`src/logic/dif_params.svh`:
```
`ifndef DIF_PARAMS_SVH
`define DIF_PARAMS_SVH

// Stream word and threshold DAC widths
`define DIF_DATA_WIDTH 16
`define DIF_DAC_WIDTH 10

// Charge-injection channel word, one bit per channel
`define DIF_CTEST_WIDTH 64

// Wishbone word address width, data bus is 32 bits
`define DIF_WB_ADDR_WIDTH 4

////////////////////
// Register map
////////////////////
`define DIF_REG_MODE 4'd0
`define DIF_REG_VTH01 4'd1
`define DIF_REG_VTH2 4'd2
`define DIF_REG_CTEST_LO 4'd3
`define DIF_REG_CTEST_HI 4'd4
`define DIF_REG_CONTROL 4'd5
`define DIF_REG_SCURVE_RANGE 4'd6
`define DIF_REG_SCURVE_WINDOW 4'd7
`define DIF_REG_STATUS 4'd8

// Tag in the top bits of an S-curve header word
`define DIF_MARKER_WIDTH 6
`define DIF_SCURVE_MARKER 6'b101010

`endif

```
`src/logic/difModePkg.sv`:
```
`default_nettype none

package difModePkg;

  // Readout source selected by the host
  // Values outside the list route like acquisition
  typedef enum logic [3:0] {
    ACQUISITION_MODE = 4'd0,
    SCURVE_TEST_MODE = 4'd1,
    ADC_CONTROL_MODE = 4'd2
  } readoutMode_e;

endpackage

`default_nettype wire

```
`src/logic/scurvePkg.sv`:
```
`default_nettype none

`include "dif_params.svh"

package scurvePkg;

  // One step of the sweep runs LOAD through SEND_COUNT
  typedef enum logic [2:0] {
    IDLE,
    LOAD,
    WAIT_DONE,
    COUNT,
    SEND_HEADER,
    SEND_COUNT,
    NEXT_STEP
  } sequencerState_e;

  typedef struct packed {
    logic [`DIF_MARKER_WIDTH-1:0] marker;
    logic [`DIF_DAC_WIDTH-1:0] dac;
  } scurveHeader_t;

  // Header word and count word share one stream word
  typedef union packed {
    scurveHeader_t header;
    logic [`DIF_DATA_WIDTH-1:0] count;
  } scurveWord_u;

endpackage

`default_nettype wire

```
`src/logic/commandRegisters.sv`:
```
`timescale 1ns/1ps
`default_nettype none

`include "dif_params.svh"

module commandRegisters
  import difModePkg::*;
(
  input  logic Clk,
  input  logic reset,
  input  logic wbCyc,
  input  logic wbStb,
  input  logic wbWe,
  input  logic [`DIF_WB_ADDR_WIDTH-1:0] wbAdr,
  input  logic [31:0] wbDatWrite,
  output logic [31:0] wbDatRead,
  output logic wbAck,
  input  logic sequencerBusy,
  input  logic MicrorocConfigurationDone,
  output readoutMode_e ModeSelect,
  output logic [`DIF_DAC_WIDTH-1:0] CommandVth0Dac,
  output logic [`DIF_DAC_WIDTH-1:0] CommandVth1Dac,
  output logic [`DIF_DAC_WIDTH-1:0] CommandVth2Dac,
  output logic [`DIF_CTEST_WIDTH-1:0] CommandCTestChannel,
  output logic commandParameterLoad,
  output logic scurveStart,
  output logic CommandAcquisitionStartStop,
  output logic CommandAdcStartStop,
  output logic [`DIF_DAC_WIDTH-1:0] scurveStartDac,
  output logic [`DIF_DAC_WIDTH-1:0] scurveEndDac,
  output logic [15:0] windowLength
);

  logic wbAccess;
  logic wbWrite;

  // New access only while no ack is out
  assign wbAccess = wbCyc && wbStb && !wbAck;
  assign wbWrite = wbAccess && wbWe;

  ////////////////////
  // Register writes
  ////////////////////
  always_ff @(posedge Clk) begin
    if (reset) begin
      wbAck <= 1'b0;
      ModeSelect <= ACQUISITION_MODE;
      CommandVth0Dac <= '0;
      CommandVth1Dac <= '0;
      CommandVth2Dac <= '0;
      CommandCTestChannel <= '0;
      commandParameterLoad <= 1'b0;
      scurveStart <= 1'b0;
      CommandAcquisitionStartStop <= 1'b0;
      CommandAdcStartStop <= 1'b0;
      scurveStartDac <= '0;
      scurveEndDac <= '0;
      windowLength <= '0;
    end else begin
      wbAck <= wbAccess;
      commandParameterLoad <= 1'b0;
      scurveStart <= 1'b0;
      if (wbWrite) begin
        case (wbAdr)
          `DIF_REG_MODE: ModeSelect <= readoutMode_e'(wbDatWrite[3:0]);
          `DIF_REG_VTH01: begin
            CommandVth0Dac <= wbDatWrite[9:0];
            CommandVth1Dac <= wbDatWrite[25:16];
          end
          `DIF_REG_VTH2: CommandVth2Dac <= wbDatWrite[9:0];
          `DIF_REG_CTEST_LO: CommandCTestChannel[31:0] <= wbDatWrite;
          `DIF_REG_CTEST_HI: CommandCTestChannel[63:32] <= wbDatWrite;
          `DIF_REG_CONTROL: begin
            // Bits 0 and 1 strobe, bits 2 and 3 hold
            commandParameterLoad <= wbDatWrite[0];
            scurveStart <= wbDatWrite[1];
            CommandAcquisitionStartStop <= wbDatWrite[2];
            CommandAdcStartStop <= wbDatWrite[3];
          end
          `DIF_REG_SCURVE_RANGE: begin
            scurveStartDac <= wbDatWrite[9:0];
            scurveEndDac <= wbDatWrite[25:16];
          end
          `DIF_REG_SCURVE_WINDOW: windowLength <= wbDatWrite[15:0];
          default: ;
        endcase
      end
    end
  end

  ////////////////////
  // Readback
  ////////////////////
  always_comb begin
    case (wbAdr)
      `DIF_REG_MODE: wbDatRead = {28'd0, ModeSelect};
      `DIF_REG_VTH01: wbDatRead = {6'd0, CommandVth1Dac, 6'd0, CommandVth0Dac};
      `DIF_REG_VTH2: wbDatRead = {22'd0, CommandVth2Dac};
      `DIF_REG_CTEST_LO: wbDatRead = CommandCTestChannel[31:0];
      `DIF_REG_CTEST_HI: wbDatRead = CommandCTestChannel[63:32];
      // Strobe bits always read as zero
      `DIF_REG_CONTROL: wbDatRead = {28'd0, CommandAdcStartStop,
                                     CommandAcquisitionStartStop, 2'b00};
      `DIF_REG_SCURVE_RANGE: wbDatRead = {6'd0, scurveEndDac, 6'd0, scurveStartDac};
      `DIF_REG_SCURVE_WINDOW: wbDatRead = {16'd0, windowLength};
      `DIF_REG_STATUS: wbDatRead = {30'd0, MicrorocConfigurationDone, sequencerBusy};
      default: wbDatRead = 32'd0;
    endcase
  end

endmodule

`default_nettype wire

```
`src/logic/triggerWindowCounter.sv`:
```
`timescale 1ns/1ps
`default_nettype none

`include "dif_params.svh"

module triggerWindowCounter (
  input  logic Clk,
  input  logic reset,
  input  logic Trigger,
  input  logic countStart,
  input  logic [15:0] windowLength,
  output logic countDone,
  output logic [`DIF_DATA_WIDTH-1:0] triggerCount
);

  logic [15:0] windowTimer;
  logic windowActive;
  logic triggerLast;

  always_ff @(posedge Clk) begin
    if (reset) begin
      windowTimer <= '0;
      windowActive <= 1'b0;
      triggerLast <= 1'b0;
      countDone <= 1'b0;
      triggerCount <= '0;
    end else begin
      triggerLast <= Trigger;
      countDone <= 1'b0;
      if (countStart) begin
        windowTimer <= windowLength;
        windowActive <= 1'b1;
        triggerCount <= '0;
      end else if (windowActive) begin
        // Rising edges only, saturating
        if (Trigger && !triggerLast && triggerCount != '1) begin
          triggerCount <= triggerCount + 1'b1;
        end
        windowTimer <= windowTimer - 1'b1;
        // Last cycle of the window, count is then held
        if (windowTimer <= 16'd1) begin
          windowActive <= 1'b0;
          countDone <= 1'b1;
        end
      end
    end
  end

endmodule

`default_nettype wire

```
`src/logic/scurveSequencer.sv`:
```
`timescale 1ns/1ps
`default_nettype none

`include "dif_params.svh"

module scurveSequencer
  import scurvePkg::*;
(
  input  logic Clk,
  input  logic reset,
  input  logic scurveStart,
  input  logic [`DIF_DAC_WIDTH-1:0] scurveStartDac,
  input  logic [`DIF_DAC_WIDTH-1:0] scurveEndDac,
  input  logic ConfigurationDone,
  input  logic countDone,
  input  logic [`DIF_DATA_WIDTH-1:0] triggerCount,
  input  logic FifoFull,
  output logic sequencerBusy,
  output logic ParameterLoad,
  output logic [`DIF_DAC_WIDTH-1:0] Vth0Dac,
  output logic countStart,
  output logic [`DIF_DATA_WIDTH-1:0] ScurveData,
  output logic ScurveDataEnable,
  output logic ForceExternalRaz
);

  sequencerState_e state;
  logic [`DIF_DAC_WIDTH-1:0] currentDac;
  logic enterCount;
  scurveWord_u outWord;

  ////////////////////
  // Step FSM
  ////////////////////
  always_ff @(posedge Clk) begin
    if (reset) begin
      state <= IDLE;
      currentDac <= '0;
      enterCount <= 1'b0;
    end else begin
      enterCount <= 1'b0;
      case (state)
        IDLE: begin
          if (scurveStart) begin
            currentDac <= scurveStartDac;
            state <= LOAD;
          end
        end
        LOAD: state <= WAIT_DONE;
        WAIT_DONE: begin
          // Chip has taken the new Vth0
          if (ConfigurationDone) begin
            enterCount <= 1'b1;
            state <= COUNT;
          end
        end
        COUNT: begin
          if (countDone) begin
            state <= SEND_HEADER;
          end
        end
        SEND_HEADER: begin
          if (!FifoFull) begin
            state <= SEND_COUNT;
          end
        end
        SEND_COUNT: begin
          if (!FifoFull) begin
            state <= NEXT_STEP;
          end
        end
        NEXT_STEP: begin
          // End value is inclusive
          if (currentDac >= scurveEndDac) begin
            state <= IDLE;
          end else begin
            currentDac <= currentDac + 1'b1;
            state <= LOAD;
          end
        end
        default: state <= IDLE;
      endcase
    end
  end

  // Output word, header first and then the count
  always_ff @(posedge Clk) begin
    if (state == COUNT && countDone) begin
      outWord.header.marker <= `DIF_SCURVE_MARKER;
      outWord.header.dac <= currentDac;
    end else if (state == SEND_HEADER && !FifoFull) begin
      outWord.count <= triggerCount;
    end
  end

  assign sequencerBusy = (state != IDLE);
  assign ParameterLoad = (state == LOAD);
  assign Vth0Dac = currentDac;
  // Window start and RAZ share the first COUNT cycle
  assign countStart = enterCount;
  assign ForceExternalRaz = enterCount;
  assign ScurveData = outWord;
  assign ScurveDataEnable = (state == SEND_HEADER) || (state == SEND_COUNT);

endmodule

`default_nettype wire

```
`src/logic/acquisitionSwitcher.sv`:
```
`timescale 1ns/1ps
`default_nettype none

`include "dif_params.svh"

module acquisitionSwitcher
  import difModePkg::*;
(
  input  readoutMode_e ModeSelect,
  input  logic [`DIF_DATA_WIDTH-1:0] MicrorocAcquisitionData,
  input  logic [`DIF_DATA_WIDTH-1:0] ScurveData,
  input  logic [`DIF_DATA_WIDTH-1:0] AdcData,
  output logic [`DIF_DATA_WIDTH-1:0] OutTestData,
  input  logic MicrorocAcquisitionDataEnable,
  input  logic ScurveDataEnable,
  input  logic AdcDataEnable,
  output logic OutTestDataEnable,
  input  logic ExternalFifoFull,
  output logic ExternalFifoFullToMicrorocAcquisition,
  output logic ExternalFifoFullToScurve,
  output logic ExternalFifoFullToAdc,
  input  logic CommandParameterLoad,
  input  logic ScurveParameterLoad,
  output logic OutMicrorocConfigurationParameterLoad,
  input  logic MicrorocConfigurationDone,
  output logic MicrorocConfigurationDoneToAcquisition,
  output logic ConfigurationDoneToScurve,
  input  logic [`DIF_CTEST_WIDTH-1:0] CommandCTestChannel,
  output logic [`DIF_CTEST_WIDTH-1:0] OutMicrorocCTestChannel,
  input  logic [`DIF_DAC_WIDTH-1:0] CommandVth0Dac,
  input  logic [`DIF_DAC_WIDTH-1:0] CommandVth1Dac,
  input  logic [`DIF_DAC_WIDTH-1:0] CommandVth2Dac,
  input  logic [`DIF_DAC_WIDTH-1:0] ScurveVth0Dac,
  output logic [`DIF_DAC_WIDTH-1:0] OutMicrorocVth0Dac,
  output logic [`DIF_DAC_WIDTH-1:0] OutMicrorocVth1Dac,
  output logic [`DIF_DAC_WIDTH-1:0] OutMicrorocVth2Dac,
  input  logic ScurveForceExternalRaz,
  output logic OutForceExternalRaz,
  input  logic CommandAcquisitionStartStop,
  input  logic ScurveStartStop,
  input  logic CommandAdcStartStop,
  output logic OutUsbStartStop
);

  always_comb begin
    // Acquisition routing, also used for undefined modes
    OutTestData = MicrorocAcquisitionData;
    OutTestDataEnable = MicrorocAcquisitionDataEnable;
    ExternalFifoFullToMicrorocAcquisition = ExternalFifoFull;
    ExternalFifoFullToScurve = 1'b0;
    ExternalFifoFullToAdc = 1'b0;
    OutMicrorocConfigurationParameterLoad = CommandParameterLoad;
    MicrorocConfigurationDoneToAcquisition = MicrorocConfigurationDone;
    ConfigurationDoneToScurve = 1'b0;
    OutMicrorocCTestChannel = CommandCTestChannel;
    OutMicrorocVth0Dac = CommandVth0Dac;
    OutMicrorocVth1Dac = CommandVth1Dac;
    OutMicrorocVth2Dac = CommandVth2Dac;
    OutForceExternalRaz = 1'b0;
    OutUsbStartStop = CommandAcquisitionStartStop;
    case (ModeSelect)
      SCURVE_TEST_MODE: begin
        // Sequencer owns stream, config load, Vth0 and RAZ
        OutTestData = ScurveData;
        OutTestDataEnable = ScurveDataEnable;
        ExternalFifoFullToMicrorocAcquisition = 1'b0;
        ExternalFifoFullToScurve = ExternalFifoFull;
        OutMicrorocConfigurationParameterLoad = ScurveParameterLoad;
        MicrorocConfigurationDoneToAcquisition = 1'b0;
        ConfigurationDoneToScurve = MicrorocConfigurationDone;
        OutMicrorocVth0Dac = ScurveVth0Dac;
        OutForceExternalRaz = ScurveForceExternalRaz;
        OutUsbStartStop = ScurveStartStop;
      end
      ADC_CONTROL_MODE: begin
        OutTestData = AdcData;
        OutTestDataEnable = AdcDataEnable;
        ExternalFifoFullToMicrorocAcquisition = 1'b0;
        ExternalFifoFullToAdc = ExternalFifoFull;
        OutUsbStartStop = CommandAdcStartStop;
      end
      default: ;
    endcase
  end

endmodule

`default_nettype wire

```
`src/logic/difControlTop.sv`:
```
`timescale 1ns/1ps
`default_nettype none

`include "dif_params.svh"

module difControlTop
  import difModePkg::*;
(
  input  logic Clk,
  input  logic reset,
  input  logic wbCyc,
  input  logic wbStb,
  input  logic wbWe,
  input  logic [`DIF_WB_ADDR_WIDTH-1:0] wbAdr,
  input  logic [31:0] wbDatWrite,
  output logic [31:0] wbDatRead,
  output logic wbAck,
  input  logic [`DIF_DATA_WIDTH-1:0] MicrorocAcquisitionData,
  input  logic MicrorocAcquisitionDataEnable,
  input  logic [`DIF_DATA_WIDTH-1:0] AdcData,
  input  logic AdcDataEnable,
  input  logic ExternalFifoFull,
  output logic [`DIF_DATA_WIDTH-1:0] OutTestData,
  output logic OutTestDataEnable,
  output logic ExternalFifoFullToMicrorocAcquisition,
  output logic ExternalFifoFullToAdc,
  input  logic Trigger,
  input  logic MicrorocConfigurationDone,
  output logic MicrorocConfigurationDoneToAcquisition,
  output logic OutMicrorocConfigurationParameterLoad,
  output logic [`DIF_CTEST_WIDTH-1:0] OutMicrorocCTestChannel,
  output logic [`DIF_DAC_WIDTH-1:0] OutMicrorocVth0Dac,
  output logic [`DIF_DAC_WIDTH-1:0] OutMicrorocVth1Dac,
  output logic [`DIF_DAC_WIDTH-1:0] OutMicrorocVth2Dac,
  output logic OutForceExternalRaz,
  output logic OutUsbStartStop
);

  readoutMode_e modeSelect;
  logic [`DIF_DAC_WIDTH-1:0] commandVth0Dac;
  logic [`DIF_DAC_WIDTH-1:0] commandVth1Dac;
  logic [`DIF_DAC_WIDTH-1:0] commandVth2Dac;
  logic [`DIF_CTEST_WIDTH-1:0] commandCTestChannel;
  logic commandParameterLoad;
  logic scurveStart;
  logic commandAcquisitionStartStop;
  logic commandAdcStartStop;
  logic [`DIF_DAC_WIDTH-1:0] scurveStartDac;
  logic [`DIF_DAC_WIDTH-1:0] scurveEndDac;
  logic [15:0] windowLength;

  logic sequencerBusy;
  logic scurveParameterLoad;
  logic [`DIF_DAC_WIDTH-1:0] scurveVth0Dac;
  logic countStart;
  logic countDone;
  logic [`DIF_DATA_WIDTH-1:0] triggerCount;
  logic [`DIF_DATA_WIDTH-1:0] scurveData;
  logic scurveDataEnable;
  logic scurveForceExternalRaz;
  logic fifoFullToScurve;
  logic configurationDoneToScurve;

  commandRegisters i_commandRegisters (
    .Clk(Clk),
    .reset(reset),
    .wbCyc(wbCyc),
    .wbStb(wbStb),
    .wbWe(wbWe),
    .wbAdr(wbAdr),
    .wbDatWrite(wbDatWrite),
    .wbDatRead(wbDatRead),
    .wbAck(wbAck),
    .sequencerBusy(sequencerBusy),
    .MicrorocConfigurationDone(MicrorocConfigurationDone),
    .ModeSelect(modeSelect),
    .CommandVth0Dac(commandVth0Dac),
    .CommandVth1Dac(commandVth1Dac),
    .CommandVth2Dac(commandVth2Dac),
    .CommandCTestChannel(commandCTestChannel),
    .commandParameterLoad(commandParameterLoad),
    .scurveStart(scurveStart),
    .CommandAcquisitionStartStop(commandAcquisitionStartStop),
    .CommandAdcStartStop(commandAdcStartStop),
    .scurveStartDac(scurveStartDac),
    .scurveEndDac(scurveEndDac),
    .windowLength(windowLength)
  );

  scurveSequencer i_scurveSequencer (
    .Clk(Clk),
    .reset(reset),
    .scurveStart(scurveStart),
    .scurveStartDac(scurveStartDac),
    .scurveEndDac(scurveEndDac),
    .ConfigurationDone(configurationDoneToScurve),
    .countDone(countDone),
    .triggerCount(triggerCount),
    .FifoFull(fifoFullToScurve),
    .sequencerBusy(sequencerBusy),
    .ParameterLoad(scurveParameterLoad),
    .Vth0Dac(scurveVth0Dac),
    .countStart(countStart),
    .ScurveData(scurveData),
    .ScurveDataEnable(scurveDataEnable),
    .ForceExternalRaz(scurveForceExternalRaz)
  );

  triggerWindowCounter i_triggerWindowCounter (
    .Clk(Clk),
    .reset(reset),
    .Trigger(Trigger),
    .countStart(countStart),
    .windowLength(windowLength),
    .countDone(countDone),
    .triggerCount(triggerCount)
  );

  acquisitionSwitcher i_acquisitionSwitcher (
    .ModeSelect(modeSelect),
    .MicrorocAcquisitionData(MicrorocAcquisitionData),
    .ScurveData(scurveData),
    .AdcData(AdcData),
    .OutTestData(OutTestData),
    .MicrorocAcquisitionDataEnable(MicrorocAcquisitionDataEnable),
    .ScurveDataEnable(scurveDataEnable),
    .AdcDataEnable(AdcDataEnable),
    .OutTestDataEnable(OutTestDataEnable),
    .ExternalFifoFull(ExternalFifoFull),
    .ExternalFifoFullToMicrorocAcquisition(ExternalFifoFullToMicrorocAcquisition),
    .ExternalFifoFullToScurve(fifoFullToScurve),
    .ExternalFifoFullToAdc(ExternalFifoFullToAdc),
    .CommandParameterLoad(commandParameterLoad),
    .ScurveParameterLoad(scurveParameterLoad),
    .OutMicrorocConfigurationParameterLoad(OutMicrorocConfigurationParameterLoad),
    .MicrorocConfigurationDone(MicrorocConfigurationDone),
    .MicrorocConfigurationDoneToAcquisition(MicrorocConfigurationDoneToAcquisition),
    .ConfigurationDoneToScurve(configurationDoneToScurve),
    .CommandCTestChannel(commandCTestChannel),
    .OutMicrorocCTestChannel(OutMicrorocCTestChannel),
    .CommandVth0Dac(commandVth0Dac),
    .CommandVth1Dac(commandVth1Dac),
    .CommandVth2Dac(commandVth2Dac),
    .ScurveVth0Dac(scurveVth0Dac),
    .OutMicrorocVth0Dac(OutMicrorocVth0Dac),
    .OutMicrorocVth1Dac(OutMicrorocVth1Dac),
    .OutMicrorocVth2Dac(OutMicrorocVth2Dac),
    .ScurveForceExternalRaz(scurveForceExternalRaz),
    .OutForceExternalRaz(OutForceExternalRaz),
    .CommandAcquisitionStartStop(commandAcquisitionStartStop),
    .ScurveStartStop(sequencerBusy),
    .CommandAdcStartStop(commandAdcStartStop),
    .OutUsbStartStop(OutUsbStartStop)
  );

endmodule

`default_nettype wire

```
`config.mk`:
```
export PLATFORM = sky130hd
export DESIGN_NAME = difControlTop
export DESIGN_NICKNAME = d
export VERILOG_FILES = /design/src/logic/difModePkg.sv /design/src/logic/scurvePkg.sv /design/src/logic/commandRegisters.sv /design/src/logic/triggerWindowCounter.sv /design/src/logic/scurveSequencer.sv /design/src/logic/acquisitionSwitcher.sv /design/src/logic/difControlTop.sv
export VERILOG_INCLUDE_DIRS = /design/src /design/src/logic
export SDC_FILE = /design/constraint.sdc
export NUM_CORES = 1
export LEC_CHECK = 0
export BUFFER_PORTS_ARGS = -buffer_cell sky130_fd_sc_hd__buf_2
export CORE_UTILIZATION = 54
export CTS_CLUSTER_SIZE = 20
export DETAILED_ROUTE_END_ITERATION = 6
export HOLD_SLACK_MARGIN = 0.06
export PLACE_DENSITY = 0.89
export SETUP_SLACK_MARGIN = 0.15
export SYNTH_ARGS = -nofsm -noshare
export SYNTH_HDL_FRONTEND = slang
export SYNTH_SLANG_ARGS = --single-unit
```
`constraint.sdc`:
```
create_clock -name Clk -period 2.3 [get_ports Clk]
set_input_delay 0.115 -clock Clk [delete_from_list [all_inputs] [get_ports Clk]]
set_output_delay 0.115 -clock Clk [all_outputs]
set_load 0.02 [all_outputs]
```
==> results.ini <==
[sta]
finalSetupTns_ns=0
rsz0062_at_grt=true
period_share=0.959
fmax_ghz=0.453
final_hold_viol_count=0
max_slew_margin=0.578
final_max_slew_viol_count=0
finalSetupViolations=0
worst_slew_pin_slew_ns=0.633
fin_worst_skew_ns=0.0112
whs_ns=0.160
fin_crit_ns=2.21

[synthesis]
muxShareOfSynthArea=0.0520
synth_edf_count=10
postSynthAreaPerCell_um2=7.82
synth_fa_ha_area_frac=0.0184
yosys.area_share.simple=0.257
synth_fp_nets=1308
synth_xor_area_frac=0.0267
synth_compound_area_frac=0.161
yosysSeqAreaShare=0.440
synth_cell_types=60
synth_top_family_by_area=simple AND/OR/NAND/NOR gates
synth-seq-cells=204
synthArstFlopShare=0
synth_area_mm2=0.00951
ys.flop_type=dfxtp_1
syn_inst=1216
yosys_warnings=0

[final_layout]
area_delta_synth_final_pct=28.9
instances_no_fill=1703
multi_input_area_mm2=0.00500
final_cell_mix=371 x nand2_1, 224 x buf_2, 186 x dfxtp_1, 137 x a21oi_1, 84 x nor2_1
layout_commonest_cell=nand2_1
register_area_mm2=0.00420
nNetsFinal=1555
fill_cells=1244
drive_gt1_frac=0.231
antenna_cells=0

[clock_tree]
clock_sinks=204
cts.path.max_buffers=3
cts_made_buffers=22
htreeDepth=1
clockRootBuffer=clkbuf_16
clkSlewWorstSetupHoldPaths_ns=0.06
clock_latency_ns=0.50
cts_tree=done

[floorplan]
die_h_um=135
die_w_um=135
dieArea_mm2=0.0181
rows=48
core_mm2=0.0172
ios=228
start_util=0.552

[global_routing]
grt_pass1_wl_um=46600
grt_use_total=0.319
grt-ovfl-total=0
grt_antenna_before_repair=0
grt_pass1_vias=9264
grt_max_degree=103

[power]
clockPowerShare=0.475
seq_power_share=0.471
power_density_mw_per_mm2=622
leakage_nw=5.27
p_comb_frac=0.054
max-vdd-ir-drop_mv=0.606
sw_frac_of_total=0.223
power_mw=7.62
p_int_mw=5.93
p_sw_mw=1.70

[detailed_routing]
ant_nets=0
post_drt_wl_per_cell_um=17.9
drt-vias-per-instance=5.92
drcViolationCount=0
totalWireLength_um=30500
drt-initial-drc-count=1043
first_pass_iters=7
vias=10082

[critical_path]
cp_slowest_stage_delay_ns=0.54
cp_data_required_time_ns=2.68
crit_buf_inv=0
crit_path_cell_trace=or4_4 > or3_4 > or4b_4 > xnor2_2 > mux2i_1 > nor2_1
cp_slowest_cell=or4_4
critPathTopFamily=simple AND/OR/NAND/NOR gates
crit_type=flip-flop to flip-flop
crit_start=i_triggerWindowCounter.windowTimer[5]
crit_fanout=4
end_kind=flip-flop
start_kind=flip-flop
cp.arrival_ns=2.58
r2r-start=i_triggerWindowCounter.windowTimer[5]

[placement]
place.port_buffers=227
place.detailed.hpwl_um=19500
place_inst=1616
gp_congestion=0.942

[run]
maxCapViolations=0

[run_status]
status=complete, no violations

[min_path]
hp-start=wbAdr[0]
hp-class=input pin to flip-flop

-- per-layer routing --
metal	routed length, um	vias up	GRT usage
met5	0	-	0
met4	945	0	0.125
met3	3130	87	0.0619
met2	14400	634	0.533
met1	12000	4697	0.405
li1	-	4664	-
-- cells in the mapped netlist, drive strengths merged (2+ instances only) --
| cell | instances | area, um^2 |
|---|---|---|
| mux2 | 3 | 33.8 |
| xnor2 | 12 | 105 |
| o31a | 2 | 18.8 |
| nand3 | 20 | 100 |
| mux2i | 46 | 460 |
| and2 | 16 | 100 |
| clkbuf | 78 | 293 |
| a31oi | 3 | 25.0 |
| or2 | 5 | 31.3 |
| nand2 | 372 | 1400 |
| buf | 9 | 50.1 |
| or4 | 2 | 18.8 |
| a21oi | 137 | 686 |
| nor4b | 3 | 26.3 |
| a221o | 2 | 20.0 |
| dfxtp | 194 | 3880 |
| xor2 | 17 | 149 |
| nor3 | 14 | 70.1 |
| nor3b | 4 | 30.0 |
| a22oi | 22 | 165 |
| inv | 22 | 82.6 |
| a222oi | 32 | 320 |
| o21a | 3 | 22.5 |
| ha | 14 | 175 |
| nand2b | 5 | 31.3 |
| a211oi | 2 | 20.0 |
| or4b | 2 | 20.0 |
| a32oi | 2 | 17.5 |
| o31ai | 6 | 45.0 |
| nor2b | 6 | 37.5 |
| and4 | 4 | 35.0 |
| a22o | 6 | 52.6 |
| o211ai | 2 | 15.0 |
| or3 | 5 | 38.8 |
| edfxtp | 10 | 300 |
| nand4 | 10 | 62.6 |
| o21ai | 16 | 80.1 |
| nor4 | 5 | 31.3 |
| and3 | 8 | 50.1 |
| nor2 | 85 | 319 |
| nand3b | 2 | 15.0 |
-- cell families after synthesis --
kind of cell | after synthesis
buffers and inverters | 109
XOR/XNOR | 29
AO/OA/AOI/OAI | 240
flip-flops | 204
adder cells (fa/ha/maj) | 14
AND/OR/NAND/NOR | 571
multiplexers | 49
-- worst paths after layout --
path	endpoint	slack, ns	cells after the start
max reg2reg	i_triggerWindowCounter.windowTimer[14]	0.09	6
min	i_commandRegisters.commandParameterLoad	0.16	3
min reg2reg	i_commandRegisters.wbAck	0.44	1
max	i_triggerWindowCounter.windowTimer[14]	0.09	6
-- tightest hold or removal path: cells and delay by family --
family	cells	cell delay, ns
simple gates	2	0.33
buf+inv	1	0.18
-- registers in the layout, summed over array words and instances (netlist names) --
signal                                          count
i_scurveSequencer.state                             3
i_commandRegisters.CommandVth2Dac                  10
i_triggerWindowCounter.triggerCount                16
i_commandRegisters.scurveStart                      1
i_scurveSequencer.ForceExternalRaz                  1
i_triggerWindowCounter.windowTimer                 16
i_commandRegisters.ModeSelect                       4
i_scurveSequencer.ScurveData                       16
i_triggerWindowCounter.triggerLast                  1
i_commandRegisters.scurveStartDac                  10
i_triggerWindowCounter.windowActive                 1
i_commandRegisters.CommandAcquisitionStartStop      1
i_commandRegisters.commandParameterLoad             1
i_commandRegisters.CommandCTestChannel             64
i_commandRegisters.CommandVth0Dac                  10
i_commandRegisters.scurveEndDac                    10
i_commandRegisters.CommandVth1Dac                  10
i_scurveSequencer.Vth0Dac                          10
i_commandRegisters.CommandAdcStartStop              1
i_commandRegisters.windowLength                    16
i_commandRegisters.wbAck                            1
i_triggerWindowCounter.countDone                    1
-- metrics by stage --
stage / util / worst slack [ns] / cell area, um^2
after floorplan: - / 0.168 / 9510
after global placement: 0.633 / 0.131 / 10900
after detailed placement: 0.633 / 0.0932 / 10900
after CTS: 0.701 / 0.116 / 12100
final: 0.711 / 0.0947 / 12300
after global routing: 0.711 / 0.0139 / 12300
-- repair_timing --
| item | in CTS | in global routing |
|---|---|---|
| cloned | 0 | 1 |
| resized for setup | 7 | 27 |
| hold endpoints to repair | 147 | 0 |
| hold buffers | 38 | 0 |
| buffers inserted | 3 | 6 |
| setup endpoints to repair | 37 | 56 |
| pin swaps | 4 | 8 |
-- power by group through the flow --
stage	Combinational (mW)	Sequential (mW)	Clock (mW)
after CTS	0.391	3.59	3.64
after floorplan	0.167	3.67	0
after global placement	0.333	3.67	0
after detailed placement	0.337	3.67	0
after global routing	0.439	3.59	3.77
final	0.410	3.59	3.62
-- final cells by class --
type                       instances  area share
clock buffer                      34      0.0536
clock inverter                     5     0.00633
inverter                          22     0.00674
multi-input combinational        903       0.408
sequential                       204       0.343
tap                              225      0.0230
timing repair buffer             310       0.160
Note: power is estimated with default switching activity, not from simulation.
